`src/common/l2_coh_pkg.sv`:
```
// coherence states, bus commands and request opcodes shared by the pipeline and snoop logic
package l2_coh_pkg;

  localparam int bus_id_w = 2;

  typedef enum logic [2:0] {
    state_i = 3'd0,
    state_s = 3'd1,
    state_f = 3'd2,
    state_m = 3'd3
  } coh_state_e;

  // upgr and flush are never issued here but still show up on the bus
  typedef enum logic [2:0] {
    cmd_busrd   = 3'd0,
    cmd_busrdx  = 3'd1,
    cmd_busupgr = 3'd2,
    cmd_fill    = 3'd3,
    cmd_flush   = 3'd4
  } bus_cmd_e;

  // bit 1 set means write
  typedef enum logic [1:0] {
    op_rd = 2'b00,
    op_wr = 2'b10
  } req_op_e;

  typedef logic [2:0] xact_tag_t;

endpackage

```
`src/common/l2_geom_pkg.sv`:
```
// cache geometry and address-field types, imported by every tag-side module
package l2_geom_pkg;

  localparam int num_sets = 512;
  localparam int num_ways = 4;

  // set index is address bits 14..6
  typedef logic [8:0] set_idx_t;
  // tag is address bits 31..15
  typedef logic [16:0] line_tag_t;
  // line address is address bits 31..6
  typedef logic [25:0] line_addr_t;
  typedef logic [num_ways-1:0] way_oh_t;
  // bit 2 picks the half, 0 means ways 0 and 1
  // bit 0 picks within ways 0 and 1, bit 1 within ways 2 and 3
  typedef logic [2:0] lru_t;

  function automatic set_idx_t set_of(line_addr_t addr);
    return addr[8:0];
  endfunction

  function automatic line_tag_t tag_of(line_addr_t addr);
    return addr[25:9];
  endfunction

  function automatic logic [1:0] way_idx(way_oh_t way);
    return {way[3] | way[2], way[3] | way[1]};
  endfunction

endpackage

```
`src/hdl/l2tag_snoop.sv`:
```
// bus snoop stages, fill detection and coherence updates for foreign traffic
`timescale 1ns/1ps

module l2tag_snoop
  import l2_geom_pkg::*;
  import l2_coh_pkg::*;
#(
  parameter logic [bus_id_w-1:0] bus_id = 2'd1
) (
  input  logic        clk,
  input  logic        rst,
  input  logic        bus_valid,
  input  bus_cmd_e    bus_cmd,
  input  logic [4:0]  bus_tag,
  input  line_addr_t  bus_addr,
  input  logic [63:0] bus_data,
  input  way_oh_t     look_way,
  input  logic        pend_valid,
  input  xact_tag_t   pend_tag,
  output logic        snoop_s0_valid,
  output line_addr_t  snoop_s0_addr,
  output logic        snp_s1_valid,
  output logic        fill,
  output logic        snp_state_wen,
  output line_addr_t  snp_addr,
  output coh_state_e  snp_state_wdata,
  output logic        l2tag_fill_valid,
  output line_addr_t  l2tag_fill_addr,
  output logic [63:0] l2tag_fill_wdata,
  output logic        l2_bus_hit
);

  bus_cmd_e    s0_cmd;
  logic [4:0]  s0_tag;
  logic [63:0] s0_data;
  bus_cmd_e    s1_cmd;
  logic [4:0]  s1_tag;
  logic [63:0] s1_data;
  logic        accept;
  logic        rd_hit;
  logic        rdx_hit;

  // own traffic is ignored except for fills
  assign accept = bus_valid &
                  ((bus_tag[4 -: bus_id_w] != bus_id) | (bus_cmd == cmd_fill));

  always_ff @(posedge clk) begin
    if (rst) begin
      snoop_s0_valid <= 1'b0;
      snp_s1_valid   <= 1'b0;
      l2_bus_hit     <= 1'b0;
    end else begin
      snoop_s0_valid <= accept;
      snp_s1_valid   <= snoop_s0_valid;
      l2_bus_hit     <= rd_hit | rdx_hit;
    end
  end

  always_ff @(posedge clk) begin
    if (accept) begin
      s0_cmd        <= bus_cmd;
      s0_tag        <= bus_tag;
      snoop_s0_addr <= bus_addr;
      s0_data       <= bus_data;
    end
    if (snoop_s0_valid) begin
      s1_cmd   <= s0_cmd;
      s1_tag   <= s0_tag;
      snp_addr <= snoop_s0_addr;
      s1_data  <= s0_data;
    end
  end

  assign rd_hit  = snp_s1_valid & (|look_way) & (s1_cmd == cmd_busrd);
  assign rdx_hit = snp_s1_valid & (|look_way) & (s1_cmd == cmd_busrdx);

  // BusRd shares the line, BusRdX takes it away
  assign snp_state_wen   = rd_hit | rdx_hit;
  assign snp_state_wdata = rd_hit ? state_s : state_i;

  assign fill = snp_s1_valid & (s1_cmd == cmd_fill) & pend_valid &
                (s1_tag == {bus_id, pend_tag});

  assign l2tag_fill_valid = fill;
  assign l2tag_fill_addr  = snp_addr;
  assign l2tag_fill_wdata = s1_data;

endmodule

```
`config.mk`:
```
export PLATFORM = sky130hd
export DESIGN_NAME = l2tag_snoop
export DESIGN_NICKNAME = d
export VERILOG_FILES = /design/src/common/l2_coh_pkg.sv /design/src/common/l2_geom_pkg.sv /design/src/hdl/l2tag_snoop.sv
export SDC_FILE = /design/constraint.sdc
export NUM_CORES = 1
export LEC_CHECK = 0
export ABC_AREA = 0
export BUFFER_PORTS_ARGS = -buffer_cell sky130_fd_sc_hd__buf_2
export CORE_ASPECT_RATIO = 2
export CORE_MARGIN = 5
export CORE_UTILIZATION = 40
export CTS_CLUSTER_SIZE = 14
export DETAILED_ROUTE_END_ITERATION = 6
export HOLD_SLACK_MARGIN = 0.15
export PLACE_DENSITY = 0.68
export SYNTH_ARGS = -nofsm -noshare
export SYNTH_HDL_FRONTEND = slang
export SYNTH_SLANG_ARGS = --single-unit
```
`constraint.sdc`:
```
create_clock -name clk -period 5.3 [get_ports clk]
set_input_delay 0 -clock clk [delete_from_list [all_inputs] [get_ports clk]]
set_output_delay 0 -clock clk [all_outputs]
set_load 0.03 [all_outputs]
```
==> results <==
- The run finished with clean final reports.
- VDD sags by at most roughly 0.23 mV.
- The static leakage power is ~3.7 nW.
- The final critical delay including setup and external delays is slightly above 2 ns.
- The core region is 0.01562 sq mm.
- The final setup skew is about 0.013 ns.
- In this run the cell area measured after placement is 0.007635 sq mm.
- The sequential fraction of the synthesis area is 0.9442.
- The detailed router finished its first iteration with around 140 violations.
- The later pin in the worst-skew pair is clocked with a latency of approximately 0.43 ns.
- The final hold violation count came to 0.
- The post-synthesis cell type count is 18.
- Among all cell types in the netlist, the one instantiated most often is sky130_fd_sc_hd__edfxtp_1.
- The summed area of non-filler cells in the final layout is ~0.0092 sq mm.
- After synthesis, the most frequently instantiated cells are sky130_fd_sc_hd__edfxtp_1, sky130_fd_sc_hd__buf_4, sky130_fd_sc_hd__dfxtp_1, sky130_fd_sc_hd__xnor2_1.
- In the final design database the tool counted about 710 nets.
- The kind of cell with the highest combined delay along the critical path is buffers and inverters.
- Setup violations remaining at the end of the flow were counted as 0.
- The overall die area is about 0.019 sq mm.
- The number of hold-repair buffers added at the cts stage is roughly 100.
- Of the available clock period, the critical path in the final layout requires 0.3921.
- The filler cell count is about 1200.
- The global-route total usage across every layer is 0.1473.
- The largest fanout of any net on the critical path is 63.
- The number of buffers inserted by port buffering is 257.
- Derived from the worst setup path, the maximum achievable clock frequency is slightly below 500 MHz.
- Clock tree synthesis selected as its root buffer the cell sky130_fd_sc_hd__clkbuf_16.
- The routed via count is between 3000 and 4000.
- The die is roughly 99 microns wide.
- STA puts the critical path data arrival time at roughly 2.1 ns.
- The fraction of registers with async set or reset after synthesis is 0.
- The clock passes through at most 2 buffers.
- The initial antenna violation count is 0.
- The area taken by flip-flops and latches is about 0.006 sq mm.
- The synthesized design contains slightly below 200 register bits.
- The TritonCTS clock tree is yes.
- The sort of element at the start of the critical path is an input port.
- Counting flops with a built-in enable in the synthesized netlist gives 196.
- At the end of routability-driven placement, the weighted congestion stood at approximately 0.85.
- The library cell with the largest summed area after synthesis is sky130_fd_sc_hd__edfxtp_1.
- The share of synthesized area in the top cell type comes to 0.9346.
- For this run, the leading register cell type out of synthesis is sky130_fd_sc_hd__edfxtp_1.
- The clock tree synthesis step divided the H-tree into 4 levels.
- Summing internal, switching and leakage power gives 3.552 mW.
- The final wirelength is approximately 13000 microns.
- The count of final max-slew check failures is 0.
- The number of antenna diodes in the final layout is 0.
- The total of max-cap violations is 0.
- A synthesized cell averages approximately 25 sq um.
- The signal on the critical path passes through dlygate4sd3_1 -> buf_2 -> nand2_1 -> o21ai_0 -> and2_4 -> buf_4.
- For this design the top-level I/O count stands at 260.
- The clock-pin transition on the worst setup and hold timing paths is around 0.08 ns.
- Detailed placement ended at an HPWL of 8917 microns.
- The aggregate global routing overflow is 0.
- Setup repair after global routing left no endpoint under its margin.
- Counting both buffers and inverters, the worst setup path holds a total of 3.
- The number of clock sinks is a little under 200.
- Dividing the detail-routed via count by the number of cells gives between 4 and 5.
- Counting every instance in the synthesized netlist gives approximately 250.
- The synthesized netlist occupies a cell area of 0.006297 sq mm.
- The transition time of the tightest slew-check pin is ~0.78 ns.
- STA classifies the critical path endpoint as a flop.
- Measured against its own limit, the worst slew margin works out to 0.4821.
- The first TritonRoute pass finished after 5 iterations.
- For the final routed database, the setup TNS stands at 0 ns.
- The area occupied by multi-input gates is 128.9 sq um.
- The largest net degree at the start of global routing is 64.
- The number of instances resized during post-cts repair is 0.
- The data required time at the worst endpoint is between 5 and 6 ns.
- The first global-routing pass estimated between 20000 and 25000 microns of wire.
- The height of the chip is 187.4 microns.
- The routed length per placed instance is ~17 microns.
- The floorplan row count is between 60 and 70.
- For this run, design rule violations remaining after detail routing come to 0.
- Once the clock tree was built, the setup fixing pass inserted 0 buffers.
- Dividing total power by cell area gives a power density of between 300 and 400 mW/mm^2.
- The layout overhead on the synthesized area is 46.45%.
- Once layout is complete, the utilization of the core stands at 0.5906.
- For this configuration, the core starts out at a cell density of 0.4033.
- The master of the slowest instance on the critical path is sky130_fd_sc_hd__buf_4.
- The number of antenna-violating nets in the routed design is 0.
- The kind of path behind the tightest hold check is input port to flop.
- Sorting the synthesized cells by area gives the leading types as sky130_fd_sc_hd__edfxtp_1, sky130_fd_sc_hd__buf_4, sky130_fd_sc_hd__dfxtp_1, sky130_fd_sc_hd__xnor2_1, sky130_fd_sc_hd__nand2b_4.
- On the worst path, the slowest cell contributes a delay of about 0.71 ns.
- The number of global-route vias before repair is around 3700.
- The total CTS buffers is 17.
- The fraction of layout instances using a drive strength above 1 is 0.4795.
- For this run, the number of Yosys warnings is 0.
- The classification of the worst setup path is input port to flop.
## kinds of logic (layout without fill, tap and decap cells)
kind of cell | count (synthesis) | after routing | synth area share
AO/OA/AOI/OAI | 1 | 1 | 0.0007940
XOR/XNOR | 3 | 3 | 0.004173
buffers and inverters | 31 | 393 | 0.03636
flip-flops | 199 | 199 | 0.9442
other | 1 | 2 | 0.0005955
AND/OR/NAND/NOR | 13 | 13 | 0.01391
## per-stage QoR
stage                     hold slack (ns)  cells  worst slack [ns]
after floorplan                   0.07161    249             2.205
after global placement             0.1761    679             3.344
after detailed placement           0.1781    679             3.297
after CTS                          0.2516    812             3.225
after global routing               0.2600    812             3.090
final                              0.2763    812             3.222
## power by group
group,total (mW),switching [mW],internal (mW)
combinational,0.397,0.262,0.136
clock,1.23,0.595,0.631
sequential,1.93,0.0463,1.88
## sequential cells by signal, summed over array words and instances (netlist names)
| signal | flops |
|---|---|
| l2tag_fill_wdata | 64 |
| l2_bus_hit | 1 |
| s0_data | 64 |
| snp_s1_valid | 1 |
| s1_tag | 5 |
| s1_cmd | 3 |
| snoop_s0_valid | 1 |
| s0_cmd | 3 |
| l2tag_fill_addr | 26 |
| s0_tag | 5 |
| snoop_s0_addr | 26 |
## placed cells by master, fill, tap and decap left out
master                          synthesis  final
sky130_fd_sc_hd__and2_4                 0      1
sky130_fd_sc_hd__and3b_1                1      1
sky130_fd_sc_hd__and4_1                 1      1
sky130_fd_sc_hd__buf_2                  0    257
sky130_fd_sc_hd__buf_4                 30      2
sky130_fd_sc_hd__clkbuf_16              0     17
sky130_fd_sc_hd__clkinv_1               0      1
sky130_fd_sc_hd__clkinv_4               0      1
sky130_fd_sc_hd__clkinv_8               0      2
sky130_fd_sc_hd__conb_1                 1      2
sky130_fd_sc_hd__dfxtp_1                3      2
sky130_fd_sc_hd__dfxtp_4                0      1
sky130_fd_sc_hd__dlygate4sd3_1          0    101
sky130_fd_sc_hd__edfxtp_1             196    196
sky130_fd_sc_hd__inv_1                  1      1
sky130_fd_sc_hd__inv_6                  0      7
sky130_fd_sc_hd__inv_8                  0      4
sky130_fd_sc_hd__nand2_1                1      1
sky130_fd_sc_hd__nand2b_4               1      1
sky130_fd_sc_hd__nand3_1                1      1
sky130_fd_sc_hd__nor2_1                 2      2
sky130_fd_sc_hd__nor2b_1                2      2
sky130_fd_sc_hd__nor4_1                 1      1
sky130_fd_sc_hd__nor4b_1                1      1
sky130_fd_sc_hd__o21ai_0                1      1
sky130_fd_sc_hd__or3_1                  1      1
sky130_fd_sc_hd__xnor2_1                3      3
## layout make-up
class,count,area share
flip-flops and latches,199,0.6451
clock buffers,17,0.04613
clock inverters,15,0.01642
repair buffers,360,0.2507
inverters,1,0.0004070
well taps,201,0.02727
multi-input cells,19,0.01397
## metal layers
layer	GRT usage	wire length (microns)	vias up
li1	-	-	1635
met2	0.2384	6397	246
met5	0	0	-
met1	0.1628	4914	1584
met4	0.05681	189	0
met3	0.07839	1907	16
## final timing paths
path	from	end	slack, ns	cells after the start
setup / recovery	bus_cmd[1]	s0_tag[4]$_DFFE_PP_	3.22	6
hold / removal	bus_data[5]	s0_data[5]$_DFFE_PP_	0.28	2
setup reg to reg	snoop_s0_valid$_SDFF_PP0_	l2tag_fill_wdata[13]$_DFFE_PP_	3.52	1
hold reg to reg	s0_data[54]$_DFFE_PP_	l2tag_fill_wdata[54]$_DFFE_PP_	0.42	0
No activity file was read; power rests on OpenSTA's default activity.
