[config.mk]
export PLATFORM = sky130hd
export DESIGN_NAME = l2tag_req_pipe
export DESIGN_NICKNAME = d
export VERILOG_FILES = /design/src/common/l2_coh_pkg.sv /design/src/common/l2_geom_pkg.sv /design/src/hdl/l2tag_req_pipe.sv /design/src/tag_array/l2tag_victim.sv
export SDC_FILE = /design/constraint.sdc
export NUM_CORES = 1
export LEC_CHECK = 0
export BUFFER_PORTS_ARGS = -buffer_cell sky130_fd_sc_hd__buf_2
export CORE_AREA = 2 2 92 183
export CTS_CLUSTER_DIAMETER = 40
export DETAILED_ROUTE_END_ITERATION = 16
export DIE_AREA = 0 0 94 185
export PLACE_DENSITY = 0.68
export SLEW_MARGIN = 20
export SYNTH_ARGS = -nofsm -noshare
export SYNTH_HDL_FRONTEND = slang
export SYNTH_SLANG_ARGS = --single-unit
[constraint.sdc]
create_clock -name clk -period 11.5 [get_ports clk]
set_clock_uncertainty 0.05 [all_clocks]
set_input_delay 0.575 -clock clk [delete_from_list [all_inputs] [get_ports clk]]
set_output_delay 0.575 -clock clk [all_outputs]
set_load 0.05 [all_outputs]
[src/common/l2_coh_pkg.sv]
// coherence states, bus commands and request opcodes shared by the pipeline and snoop logic
package l2_coh_pkg;

  localparam int bus_id_w = 2;

  typedef enum logic [2:0] {
    state_i = 3'd0,
    state_s = 3'd1,
    state_f = 3'd2,
    state_m = 3'd3
  } coh_state_e;

  // upgr and flush are never issued here but still show up on the bus
  typedef enum logic [2:0] {
    cmd_busrd   = 3'd0,
    cmd_busrdx  = 3'd1,
    cmd_busupgr = 3'd2,
    cmd_fill    = 3'd3,
    cmd_flush   = 3'd4
  } bus_cmd_e;

  // bit 1 set means write
  typedef enum logic [1:0] {
    op_rd = 2'b00,
    op_wr = 2'b10
  } req_op_e;

  typedef logic [2:0] xact_tag_t;

endpackage

[src/common/l2_geom_pkg.sv]
// cache geometry and address-field types, imported by every tag-side module
package l2_geom_pkg;

  localparam int num_sets = 512;
  localparam int num_ways = 4;

  // set index is address bits 14..6
  typedef logic [8:0] set_idx_t;
  // tag is address bits 31..15
  typedef logic [16:0] line_tag_t;
  // line address is address bits 31..6
  typedef logic [25:0] line_addr_t;
  typedef logic [num_ways-1:0] way_oh_t;
  // bit 2 picks the half, 0 means ways 0 and 1
  // bit 0 picks within ways 0 and 1, bit 1 within ways 2 and 3
  typedef logic [2:0] lru_t;

  function automatic set_idx_t set_of(line_addr_t addr);
    return addr[8:0];
  endfunction

  function automatic line_tag_t tag_of(line_addr_t addr);
    return addr[25:9];
  endfunction

  function automatic logic [1:0] way_idx(way_oh_t way);
    return {way[3] | way[2], way[3] | way[1]};
  endfunction

endpackage

[src/hdl/l2tag_req_pipe.sv]
// two-stage request pipeline with miss handling, feeding the L2 data array
`timescale 1ns/1ps

module l2tag_req_pipe
  import l2_geom_pkg::*;
  import l2_coh_pkg::*;
(
  input  logic                clk,
  input  logic                rst,
  input  logic                req_valid,
  input  req_op_e             req_op,
  input  logic [31:2]         req_addr,
  input  logic [3:0]          req_wmask,
  input  logic [31:0]         req_wdata,
  output logic                l2_req_ready,
  input  logic                l2data_req_ready,
  input  logic                l2trans_valid,
  input  xact_tag_t           l2trans_tag,
  input  logic                snoop_s0_valid,
  input  logic                snp_s1_valid,
  input  logic                fill,
  input  way_oh_t             look_way,
  input  coh_state_e          look_state,
  input  lru_t                look_lru,
  input  logic [num_ways-1:0] look_valid_ways,
  output logic                l2tag_req_valid,
  output req_op_e             l2tag_req_op,
  output logic                l2tag_req_cmd_valid,
  output bus_cmd_e            l2tag_req_cmd,
  output logic [31:3]         l2tag_req_addr,
  output way_oh_t             l2tag_req_way,
  output logic [7:0]          l2tag_req_wmask,
  output logic [63:0]         l2tag_req_wdata,
  output logic                req_lookup_en,
  output line_addr_t          req_s0_addr,
  output logic                req_state_wen,
  output set_idx_t            req_state_set,
  output way_oh_t             req_state_way,
  output coh_state_e          req_state_wdata,
  output logic                lru_wen,
  output set_idx_t            lru_wset,
  output lru_t                lru_wdata,
  output way_oh_t             fill_way,
  output coh_state_e          fill_state,
  output logic                pend_valid,
  output xact_tag_t           pend_tag
);

  typedef enum logic [1:0] {
    ms_idle,
    ms_issue,
    ms_wait
  } miss_e;

  miss_e       miss_st;
  logic        s0_valid;
  req_op_e     s0_op;
  logic [31:2] s0_addr;
  logic [3:0]  s0_wmask;
  logic [31:0] s0_wdata;
  logic        s1_valid;
  req_op_e     s1_op;
  logic [31:3] s1_addr;
  logic [7:0]  s1_wmask;
  logic [63:0] s1_wdata;
  // lookup results kept after the first stage 1 cycle
  logic        s1_stale;
  way_oh_t     s1_way;
  coh_state_e  s1_state;
  lru_t        s1_lru;
  way_oh_t     s1_victim;
  way_oh_t     cur_way;
  coh_state_e  cur_state;
  lru_t        cur_lru;
  way_oh_t     victim_way;
  way_oh_t     fresh_victim;
  way_oh_t     cur_victim;
  logic        s1_wr;
  logic        miss_now;
  logic        fresh_miss;
  logic        cmd_out;
  logic        s0_stall;
  logic        s1_stall;
  logic        s1_done;
  logic        trans_take;

  assign s1_wr     = s1_op[1];
  assign cur_way   = s1_stale ? s1_way : look_way;
  assign cur_state = s1_stale ? s1_state : look_state;
  assign cur_lru   = s1_stale ? s1_lru : look_lru;

  // a write to a shared or forward line refetches into its own way
  assign fresh_victim = (|look_way) ? look_way : victim_way;
  assign cur_victim   = s1_stale ? s1_victim : fresh_victim;

  assign miss_now   = (look_way == '0) |
                      (s1_wr & ((look_state == state_s) | (look_state == state_f)));
  assign fresh_miss = s1_valid & ~s1_stale & miss_now;
  assign cmd_out    = fresh_miss | (miss_st == ms_issue);
  assign s1_stall   = s1_valid & (fresh_miss | (miss_st != ms_idle) | ~l2data_req_ready);
  assign s1_done    = s1_valid & ~s1_stall;
  assign s0_stall   = s0_valid & (snoop_s0_valid | s1_stall);
  assign trans_take = l2trans_valid & ((miss_st == ms_wait) | (cmd_out & l2data_req_ready));

  l2tag_victim u_victim (
    .valid_ways (look_valid_ways),
    .lru        (cur_lru),
    .access_way (cur_way),
    .victim_way (victim_way),
    .next_lru   (lru_wdata)
  );

  assign l2_req_ready  = ~s0_stall;
  assign req_lookup_en = s0_valid & ~snoop_s0_valid & ~s1_stall;
  assign req_s0_addr   = s0_addr[31:6];

  assign l2tag_req_valid     = s1_done | cmd_out;
  assign l2tag_req_cmd_valid = cmd_out;
  assign l2tag_req_op        = cmd_out ? op_rd : s1_op;
  assign l2tag_req_cmd       = s1_wr ? cmd_busrdx : cmd_busrd;
  assign l2tag_req_addr      = s1_addr;
  assign l2tag_req_way       = cmd_out ? cur_victim : cur_way;
  assign l2tag_req_wmask     = s1_wmask;
  assign l2tag_req_wdata     = s1_wdata;

  assign lru_wen         = s1_done;
  assign lru_wset        = set_of(s1_addr[31:6]);
  assign req_state_wen   = s1_done & s1_wr & (cur_state != state_m) & ~snp_s1_valid;
  assign req_state_set   = set_of(s1_addr[31:6]);
  assign req_state_way   = cur_way;
  assign req_state_wdata = state_m;
  assign fill_way        = s1_victim;
  assign fill_state      = s1_wr ? state_m : state_f;

  always_ff @(posedge clk) begin
    if (rst) begin
      s0_valid <= 1'b0;
      s1_valid <= 1'b0;
      s1_stale <= 1'b0;
    end else begin
      s1_stale <= s1_stall;
      if (!s0_stall) begin
        s0_valid <= req_valid;
      end
      if (!s1_stall) begin
        s1_valid <= s0_valid & ~snoop_s0_valid;
      end
    end
  end

  always_ff @(posedge clk) begin
    if (!s0_stall) begin
      s0_op    <= req_op;
      s0_addr  <= req_addr;
      s0_wmask <= req_wmask;
      s0_wdata <= req_wdata;
    end
    if (!s1_stall && s0_valid && !snoop_s0_valid) begin
      s1_op    <= s0_op;
      s1_addr  <= s0_addr[31:3];
      s1_wmask <= s0_addr[2] ? {s0_wmask, 4'b0000} : {4'b0000, s0_wmask};
      s1_wdata <= {2{s0_wdata}};
    end
  end

  always_ff @(posedge clk) begin
    if (s1_valid && !s1_stale) begin
      s1_way    <= look_way;
      s1_state  <= look_state;
      s1_lru    <= look_lru;
      s1_victim <= fresh_victim;
    end else if (fill) begin
      // completes as a hit on the filled way next cycle
      s1_way   <= s1_victim;
      s1_state <= fill_state;
    end
  end

  always_ff @(posedge clk) begin
    if (rst) begin
      miss_st    <= ms_idle;
      pend_valid <= 1'b0;
    end else begin
      case (miss_st)
        ms_idle:  if (fresh_miss) miss_st <= l2data_req_ready ? ms_wait : ms_issue;
        ms_issue: if (l2data_req_ready) miss_st <= ms_wait;
        ms_wait:  if (fill) miss_st <= ms_idle;
        default:  miss_st <= ms_idle;
      endcase
      if (fill) begin
        pend_valid <= 1'b0;
      end else if (trans_take) begin
        pend_valid <= 1'b1;
      end
    end
  end

  always_ff @(posedge clk) begin
    if (trans_take) begin
      pend_tag <= l2trans_tag;
    end
  end

endmodule

[src/tag_array/l2tag_victim.sv]
// victim way selection and tree-LRU update, purely combinational
`timescale 1ns/1ps

module l2tag_victim
  import l2_geom_pkg::*;
  import l2_coh_pkg::*;
(
  input  logic [num_ways-1:0] valid_ways,
  input  lru_t                lru,
  input  way_oh_t             access_way,
  output way_oh_t             victim_way,
  output lru_t                next_lru
);

  logic [1:0] acc_idx;

  always_comb begin
    if (!(&valid_ways)) begin
      // lowest free way wins
      casez (valid_ways)
        4'b???0: victim_way = 4'b0001;
        4'b??01: victim_way = 4'b0010;
        4'b?011: victim_way = 4'b0100;
        default: victim_way = 4'b1000;
      endcase
    end else if (!lru[2]) begin
      victim_way = lru[0] ? 4'b0010 : 4'b0001;
    end else begin
      victim_way = lru[1] ? 4'b1000 : 4'b0100;
    end
  end

  // point away from the half and the way just used
  assign acc_idx     = way_idx(access_way);
  assign next_lru[2] = ~acc_idx[1];
  assign next_lru[1] = acc_idx[1] ? ~acc_idx[0] : lru[1];
  assign next_lru[0] = acc_idx[1] ? lru[0] : ~acc_idx[0];

endmodule

==> impl_metrics.env, run 1 <==
export IMPL_slew_violations=0
export IMPL_grt_pass1_wl_microns=19100
export IMPL_power_leakage_nw=3.23
export IMPL_netSwitchingPower_mw=0.381
export IMPL_synth_area_sq_um=6290
export IMPL_synth_edf_count=156
export IMPL_initial_utilization_pct=39.1
export IMPL_fillers=1444
export IMPL_synth_area_leader_cell="edfxtp_1"
export IMPL_fin_crit_sh_pct=32.1
export IMPL_ys_types=48
export IMPL_cts_resized_gates=0
export IMPL_seq_power_share_pct=49.7
export IMPL_worst_setup_path_start_kind="flip-flop"
export IMPL_power_frac_comb_pct=12.1
export IMPL_cts_buffers=17
export IMPL_synth_seq_cells=162
export IMPL_routedWlPerCell_microns=17.0
export IMPL_ys_flop_type="edfxtp_1"
export IMPL_setup_ws_ns=7.81
export IMPL_tightest_slew_ns=0.912
export IMPL_grt_max_degree=72
export IMPL_hold_viol_final=0
export IMPL_cp_data_arrival_time_ns=3.06
export IMPL_yosysTopAreaCellShare_pct=74.5
export IMPL_yosysSeqAreaShare_pct=76.4
export IMPL_mostFrequentLayoutCell="buf_2"
export IMPL_p_int_mw=1.02
export IMPL_viasPerCell=4.64
export IMPL_hold_class="primary input to flip-flop"
export IMPL_post_cts_buffers=0
export IMPL_placed_area_sq_um=7240
export IMPL_setup_tns_ns=0
export IMPL_drt_iter0_drc=177
export IMPL_fmax_ghz=0.271
export IMPL_pwr_share_clk_pct=38.2
export IMPL_postCtsHoldBufs=0
export IMPL_via_count=3651
export IMPL_wirelength_microns=13400
export IMPL_clockBufferDepth=2
export IMPL_cp_end_kind="primary output"
export IMPL_grt_usage_pct=15.3
export IMPL_crit_type="flip-flop to primary output"
export IMPL_ff_latch_area_sq_um=4800
export IMPL_switching_share_pct=27.2
export IMPL_place_ws_ns=7.97
export IMPL_grt_setup_unrepaired="false"
export IMPL_crit_required_ns=10.88
export IMPL_antenna_found_initial=1
export IMPL_area_growth_syn_to_layout_pct=24.0
export IMPL_cts_tree="built"
export IMPL_synth_avg_cell_area_sq_um=17.0
export IMPL_drv_cap=0
export IMPL_slew_headroom_pct=39.2
export IMPL_antenna_cells=0
export IMPL_drive_gt1_share_pct=54.0
export IMPL_min_period_ns=3.69
export IMPL_cts_sinks=162
export IMPL_critical_path_peak_fanout=25
export IMPL_ir_drop_mv=0.111
export IMPL_design_area_sq_um=7800
export IMPL_place_gp_congestion=0.807
export IMPL_ys_warn_count=0
export IMPL_port_buffers=266
export IMPL_ant_nets=0
export IMPL_grt_pass1_vias=3495
export IMPL_h_tree_depth=4
export IMPL_rows=66
export IMPL_multi_input_area_sq_um=818
export IMPL_power_per_cell_area_nw_per_um2=180
export IMPL_drc=0
export IMPL_final_cell_mix="266 x buf_2, 156 x edfxtp_1, 17 x clkbuf_16"
export IMPL_status="completed"
export IMPL_setup_viol=0
export IMPL_final_net_count=663
export IMPL_clkTransAtPathRegs_ns=0.07
export IMPL_async_flop_share_pct=0
export IMPL_gr_total_overflow=0
export IMPL_core_area_sq_um=16100
export IMPL_io_pins=274
export IMPL_synth_area_leaders="edfxtp_1 74%, buf_4 10%, dfxtp_1 1.9%, mux2_2 1.6%, nand2b_1 0.99%"
export IMPL_dieWidth_microns=94
export IMPL_hpwl_microns=9920
export IMPL_drt_pass1_iterations=4
export IMPL_clk_latency_ns=0.41
export IMPL_synthCells=369
export IMPL_clock_root_buffer="clkbuf_16"
export IMPL_die_area_sq_um=17400
export IMPL_fp_dieH_microns=185
metal layers:
layer	global-route usage [%]	routed length [microns]	vias up
met1	16.6	4940	1717
met5	0	16	-
met4	6.38	187	2
li1	-	-	1680
met2	25.7	6690	239
met3	6.59	1580	13
through the flow:
step | cells | util [%] | total power, mW | hold slack [ns]
2_1_floorplan | 374 | - | 0.849 | 0.350
3_3_place_gp | 755 | 45.0 | 0.879 | 0.350
3_5_place_dp | 755 | 45.0 | 0.883 | 0.355
4_1_cts | 787 | 48.4 | 1.42 | 0.257
5_1_grt | 787 | 48.4 | 1.45 | 0.257
6_report | 787 | 48.4 | 1.40 | 0.281
cells by family (layout without fill, tap and decap cells):
kind of cell,after synthesis,in the layout,share of synthesized area (%)
muxes,13,13,2.33
AOI/OAI and AO/OA,32,32,3.82
buffers and inverters,97,306,11.1
xor gates and xnor gates,1,1,0.139
and+or+nand+nor,62,62,6.15
DFF,162,162,76.4
other,2,7,0.119
registers in the layout, summed over array words and instances, names as in the netlist, 4 cells and up:
register,cells
s0_addr,30
l2tag_req_wmask,8
s0_wmask,4
fill_way,4
l2tag_req_addr,29
l2tag_req_wdata,32
s0_wdata,32
s1_way,4
critical path: stages, from the launching register on:
cell and delay [ns]:
dfxtp_1 0.90, nand2b_1 0.46, o32ai_2 0.27, o31ai_1 0.51
nor2b_1 0.23, buf_2 0.28
synthesized netlist by cell type (2+ instances only):
| master | count |
|---|---|
| a211oi_1 | 3 |
| a21boi_0 | 2 |
| a21o_1 | 3 |
| a21oi_1 | 5 |
| a31oi_1 | 2 |
| and2_1 | 8 |
| and3_1 | 3 |
| buf_2 | 2 |
| buf_4 | 86 |
| conb_1 | 2 |
| dfxtp_1 | 6 |
| edfxtp_1 | 156 |
| inv_1 | 7 |
| mux2_2 | 9 |
| mux2i_1 | 3 |
| nand2_1 | 3 |
| nand2b_1 | 10 |
| nand3_1 | 2 |
| nor2_1 | 9 |
| nor2b_1 | 8 |
| nor3_1 | 5 |
| nor4b_1 | 3 |
| o21ai_0 | 2 |
| o311ai_0 | 2 |
| o311ai_1 | 2 |
| o31ai_1 | 2 |
| or2_2 | 3 |
worst paths after layout:
check                                             from                       endpoint  slack (ns)  cells past startpoint
worst min register to register  s0_wdata[30]$_DFFE_PN_  l2tag_req_wdata[62]$_DFFE_PP_        0.37                      0
worst min-delay path                     req_wdata[11]         s0_wdata[11]$_DFFE_PN_        0.28                      1
worst max register to register     s1_stale$_SDFF_PP0_   l2tag_req_addr[19]$_DFFE_PP_        7.94                      5
worst max-delay path               s1_stale$_SDFF_PP0_                  req_lookup_en        7.81                      5
power by group through the flow:
stage               registers [mW]  logic, mW  clock network, mW
floorplan                    0.740      0.108                  0
global placement             0.709      0.170                  0
detailed placement           0.712      0.171                  0
CTS                          0.699      0.172              0.551
global route                 0.701      0.179              0.572
finish                       0.698      0.170              0.536
area by class of cell:
type	count	area share (%)
multi-input combinational	115	10.5
timing repair buffer	267	17.2
sequential	162	61.6
tap	204	3.27
clock buffer	17	5.45
clock inverter	15	1.70
inverter	7	0.337
No activity file was read; power rests on OpenSTA's default activity.
==> run 2, diff against run 1 <==
--- a/config.mk
+++ b/config.mk
@@ -10,7 +10,7 @@
 export CTS_CLUSTER_DIAMETER = 40
 export DETAILED_ROUTE_END_ITERATION = 16
 export DIE_AREA = 0 0 94 185
-export PLACE_DENSITY = 0.68
+export PLACE_DENSITY = 0.71
 export SLEW_MARGIN = 20
 export SYNTH_ARGS = -nofsm -noshare
 export SYNTH_HDL_FRONTEND = slang
==> constraint.sdc (replaced) <==
create_clock -name clk -period 3 [get_ports clk]
set_clock_uncertainty 0.05 [all_clocks]
set_input_delay 0.15 -clock clk [delete_from_list [all_inputs] [get_ports clk]]
set_output_delay 0.15 -clock clk [all_outputs]
set_load 0.05 [all_outputs]
==> run 2 against run 1 <==
Effect of this change:
- count of clock-buffer cells in the layout is the same
- largest power group unchanged
- cell count grew 11%
- wire length grew 7.4%
- combinational power grew to 4.4 times the previous value
- critical path depth is the same
- core utilization grew 5.3 points
- via count grew 9.2%
- final area grew 11%
- register-to-register slack lost 7.4 ns
- clock power grew to 3.8 times the previous value
- die area is the same
==> impl_metrics.env, run 2 (synthesis results as in run 1) <==
export IMPL_power_leakage_nw=3.59
export IMPL_mostFrequentLayoutCell="buf_2"
export IMPL_fp_dieH_microns=185
export IMPL_initial_utilization_pct=39.1
export IMPL_grt_usage_pct=16.3
export IMPL_slowest_stage="dfxtp_1"
export IMPL_wirelength_microns=14400
export IMPL_crit_type="flip-flop to primary output"
export IMPL_viasPerCell=4.58
export IMPL_cts_tree="built"
export IMPL_final_net_count=747
export IMPL_cp_end_kind="primary output"
export IMPL_antenna_cells=0
export IMPL_rows=66
export IMPL_antenna_found_initial=0
export IMPL_path_buf_inv=1
export IMPL_drive_gt1_share_pct=48.3
export IMPL_core_area_sq_um=16100
export IMPL_dp_cells=760
export IMPL_fillers=1332
export IMPL_post_cts_buffers=0
export IMPL_multi_input_area_sq_um=818
export IMPL_clk_latency_ns=0.42
export IMPL_fin_crit_sh_pct=93.7
export IMPL_instances_no_fill=870
export IMPL_final_cell_mix="266 x buf_2, 156 x edfxtp_1, 79 x dlygate4sd3_1"
export IMPL_worst_setup_path_start_kind="flip-flop"
export IMPL_setup_viol=0
export IMPL_dieWidth_microns=94
export IMPL_drt_pass1_iterations=4
export IMPL_grt_max_degree=72
export IMPL_cts_sinks=162
export IMPL_io_pins=274
export IMPL_clockBufferDepth=2
export IMPL_grt_pass1_vias=3791
export IMPL_gr_total_overflow=0
export IMPL_ir_drop_mv=0.387
export IMPL_clock_root_buffer="clkbuf_16"
export IMPL_port_buffers=266
export IMPL_ant_nets=0
export IMPL_drv_cap=0
export IMPL_tightest_slew_ns=0.499
export IMPL_grt_pass1_wl_microns=20800
export IMPL_postCtsHoldBufs=79
export IMPL_die_area_sq_um=17400
export IMPL_grt_setup_unrepaired="false"
export IMPL_drc=0
export IMPL_h_tree_depth=4
export IMPL_area_growth_syn_to_layout_pct=37.5
export IMPL_critical_path_max_stage_delay_ns=0.63
export IMPL_via_count=3987
export IMPL_status="completed"
export IMPL_place_gp_congestion=0.868
export IMPL_cts_resized_gates=0
export IMPL_routedWlPerCell_microns=16.6
export IMPL_slew_violations=0
export IMPL_clkTransAtPathRegs_ns=0.06
export IMPL_fmax_ghz=0.356
export IMPL_hold_viol_final=0
export IMPL_ff_latch_area_sq_um=4800
export IMPL_cp_data_arrival_time_ns=2.61
export IMPL_setup_tns_ns=0
export IMPL_crit_chain="mux2_4 > or4b_4 > a221o_1 > o21ai_2 > buf_2"
export IMPL_crit_family="flip-flops"
export IMPL_critical_path_peak_fanout=13
export IMPL_slew_headroom_pct=66.7
export IMPL_min_period_ns=2.81
export IMPL_cts_buffers=17
export IMPL_hpwl_microns=10100
export IMPL_crit_required_ns=2.80
export IMPL_hold_class="primary input to flip-flop"
export IMPL_power_per_cell_area_nw_per_um2=630
export IMPL_drt_iter0_drc=168
[run 2: cell count changes in the layout (fill, tap and decap cells not counted), sizes merged]
cell | before | now
dlygate4sd3 | 0 | 79
buf | 267 | 272
clkinv | 8 | 5
clkinvlp | 1 | 3
[run 2: final timing paths]
kind                                from                            end  slack, ns  cells past startpoint
setup / recovery     s1_stale$_SDFF_PP0_               l2tag_req_way[0]       0.19                      5
hold / removal             look_state[1]      s1_state[1]$_SDFFCE_PN1P_       0.02                      2
setup reg to reg     s1_stale$_SDFF_PP0_  l2tag_req_wdata[31]$_DFFE_PP_       0.54                      5
hold reg to reg   s0_wdata[30]$_DFFE_PN_  l2tag_req_wdata[62]$_DFFE_PP_       0.37                      0
[run 2: layer usage]
metal / share of wire [%] / routed length, microns / GRT usage (%)
met4: 1.3 / 188 / 7.25
met2: 51 / 7380 / 27.9
met3: 9.4 / 1350 / 5.78
met1: 38 / 5480 / 18.2
met5: 0 / 0 / 0
[run 2: power breakdown]
part           internal (mW)  leakage [nW]  switching [mW]
logic                  0.216          1.76           0.536
registers               2.62          1.56          0.0496
clock network           1.15         0.266           0.872
total                   3.99          3.59            1.46
[run 2: cell type report]
class	instances	share of cell area (%)
Clock buffer	17	4.92
Clock inverter	14	1.50
Inverter	7	0.304
Multi-Input combinational cell	115	9.46
Sequential cell	162	55.5
Tap cell	204	2.95
Timing Repair Buffer	351	25.3
[run 2: per-stage QoR]
stage / util [%] / area [sq um] / hold slack, ns / total power [mW] / worst slack, ns
floorplan: - / 6320 / 0.169 / 3.25 / 0.00521
global placement: 45.4 / 7310 / 0.276 / 3.38 / 0.650
detailed placement: 45.4 / 7310 / 0.278 / 3.39 / 0.582
CTS: 53.7 / 8650 / 0.00282 / 5.50 / 0.188
global route: 53.7 / 8650 / 0.0133 / 5.65 / 0.0814
finish: 53.7 / 8650 / 0.0215 / 5.45 / 0.188
==> run 3, diff against run 2 <==
--- a/config.mk
+++ b/config.mk
@@ -5,12 +5,11 @@
 export SDC_FILE = /design/constraint.sdc
 export NUM_CORES = 1
 export LEC_CHECK = 0
-export BUFFER_PORTS_ARGS = -buffer_cell sky130_fd_sc_hd__buf_2
 export CORE_AREA = 2 2 92 183
 export CTS_CLUSTER_DIAMETER = 40
 export DETAILED_ROUTE_END_ITERATION = 16
 export DIE_AREA = 0 0 94 185
-export PLACE_DENSITY = 0.71
+export DONT_BUFFER_PORTS = 1
 export SLEW_MARGIN = 20
 export SYNTH_ARGS = -nofsm -noshare
 export SYNTH_HDL_FRONTEND = slang
==> run 3 against run 2 <==
Effect of this change:
- hold slack gained 0.0065 ns
- highest routed layer unchanged
- largest cell class unchanged
- cell count shrank 27%
- flip-flop and latch count is the same
==> impl_metrics.env, run 3 (synthesis results as in run 1) <==
export IMPL_grt_pass1_wl_microns=19600
export IMPL_path_common_cell="buf_4"
export IMPL_min_period_ns=2.71
export IMPL_h_tree_depth=4
export IMPL_area_growth_syn_to_layout_pct=21.8
export IMPL_ff2ff_path_depth=6
export IMPL_viasPerCell=4.87
export IMPL_fmax_ghz=0.369
export IMPL_antenna_cells=0
export IMPL_crit_required_ns=2.80
export IMPL_ir_drop_mv=0.400
export IMPL_seq_power_share_pct=53.8
export IMPL_pwr_share_clk_pct=39.4
export IMPL_final_cell_mix="156 x edfxtp_1, 90 x dlygate4sd3_1, 23 x buf_4"
export IMPL_clkTransAtPathRegs_ns=0.06
export IMPL_hold_class="primary input to flip-flop"
export IMPL_grt_pass1_vias=3385
export IMPL_crit_chain="buf_4 > mux2_4 > or4b_4 > a221o_1 > o21ai_2 > buf_4"
export IMPL_drc=0
export IMPL_port_buffers=0
export IMPL_power_per_cell_area_nw_per_um2=714
export IMPL_switching_share_pct=28.6
export IMPL_status="completed"
export IMPL_drv_cap=0
export IMPL_fp_dieH_microns=185
export IMPL_die_area_sq_um=17400
export IMPL_rows=66
export IMPL_path_buf_inv=2
export IMPL_clk_latency_ns=0.42
export IMPL_io_pins=274
export IMPL_initial_utilization_pct=39.1
export IMPL_place_gp_congestion=0.798
export IMPL_cts_tree="built"
export IMPL_slew_headroom_pct=35.6
export IMPL_core_area_sq_um=16100
export IMPL_grt_usage_pct=15.5
export IMPL_cts_buffers=17
export IMPL_drive_gt1_share_pct=18.8
export IMPL_r2r_setup_slack_ns=0.57
export IMPL_fin_crit_sh_pct=90.4
export IMPL_gr_total_overflow=0
export IMPL_crit_type="flip-flop to primary output"
export IMPL_power_leakage_nw=2.72
export IMPL_tightest_slew_ns=0.969
export IMPL_ant_nets=0
export IMPL_routedWlPerCell_microns=20.9
export IMPL_crit_family="simple AND/OR/NAND/NOR gates"
export IMPL_post_cts_buffers=0
export IMPL_hold_viol_final=0
export IMPL_clock_root_buffer="clkbuf_16"
export IMPL_drt_pass1_iterations=4
export IMPL_mostFrequentLayoutCell="edfxtp_1"
export IMPL_critical_path_max_stage_delay_ns=0.52
export IMPL_hpwl_microns=8640
export IMPL_drt_iter0_drc=117
export IMPL_wirelength_microns=13300
export IMPL_cp_depth=6
export IMPL_final_net_count=512
export IMPL_placed_area_sq_um=6150
export IMPL_cp_end_kind="primary output"
export IMPL_timing_rr_start="s1_stale$_SDFF_PP0_"
export IMPL_grt_setup_unrepaired="false"
export IMPL_cts_sinks=162
export IMPL_slew_violations=0
export IMPL_clockBufferDepth=2
export IMPL_slowest_stage="or4b_4"
export IMPL_via_count=3100
export IMPL_cp_data_arrival_time_ns=2.51
export IMPL_netSwitchingPower_mw=1.56
export IMPL_setup_ws_ns=0.288
export IMPL_critical_path_peak_fanout=13
export IMPL_power_frac_comb_pct=6.8
export IMPL_setup_tns_ns=0
export IMPL_dieWidth_microns=94
export IMPL_grt_max_degree=72
export IMPL_place_ws_ns=0.736
export IMPL_worst_setup_path_start_kind="flip-flop"
export IMPL_hp_start="l2trans_valid"
export IMPL_setup_viol=0
export IMPL_antenna_found_initial=0
export IMPL_min_to="pend_tag[2]$_DFFE_PP_"
export IMPL_p_int_mw=3.90
export IMPL_design_area_sq_um=7660
export IMPL_r2r_end="fill_way[0]$_DFFE_PP_"
export IMPL_whs_path_depth=1
-- run 3: cell types whose count changed in the layout (fill, tap and decap cells not counted), sizes merged --
cell / delta
clkinvlp: -3
dlygate4sd3: +11
bufinv: -1
inv: +3
buf: -246
clkinv: +2
-- run 3: final cells by class --
class | count | area [sq um]
fillers | 1404 | 8440
flip-flops and latches | 162 | 4800
repair buffers | 116 | 1130
multi-input cells | 115 | 833
clock buffers | 17 | 425
well taps | 204 | 255
clock inverters | 15 | 181
inverters | 7 | 26.3
-- run 3: how the worst max path moves through the flow --
stage | to | start
after CTS | l2tag_req_way[0] | s1_stale$_SDFF_PP0_
after floorplan | lru_wdata[0] | s1_stale$_SDFF_PP0_
final | l2tag_req_way[0] | s1_stale$_SDFF_PP0_
after detailed placement | l2tag_req_way[0] | s1_stale$_SDFF_PP0_
after global placement | l2tag_req_way[0] | s1_stale$_SDFF_PP0_
after global routing | l2tag_req_way[0] | s1_stale$_SDFF_PP0_
-- run 3: routing by layer --
metal / GRT usage [%] / vias to the layer above / share of wire, %
li1: - / 1387 / -
met1: 17.0 / 1479 / 35
met2: 25.9 / 219 / 52
met3: 7.12 / 15 / 11
met4: 6.38 / 0 / 1.4
met5: 0 / - / 0
-- run 3: power by group through the flow --
stage	combinational [mW]	clock (mW)	sequential, mW
3_5_place_dp	0.274	0	2.99
3_3_place_gp	0.271	0	2.99
5_1_grt	0.394	2.31	2.96
6_report	0.370	2.15	2.94
2_1_floorplan	0.417	0	2.83
4_1_cts	0.372	2.21	2.94
-- run 3: through the flow --
step / instances / util (%) / hold slack [ns] / power, mW
finish: 636 / 47.6 / 0.0280 / 5.47
global route: 636 / 47.6 / 0.0144 / 5.66
global placement: 514 / 38.2 / 0.170 / 3.26
detailed placement: 514 / 38.2 / 0.173 / 3.27
floorplan: 374 / - / 0.169 / 3.25
CTS: 636 / 47.6 / 0.00927 / 5.53
-- run 3: timing repair --
item,4_1_cts,5_1_grt
resized for setup,0,0
endpoints found under the hold margin,91,0
hold buffers,90,0
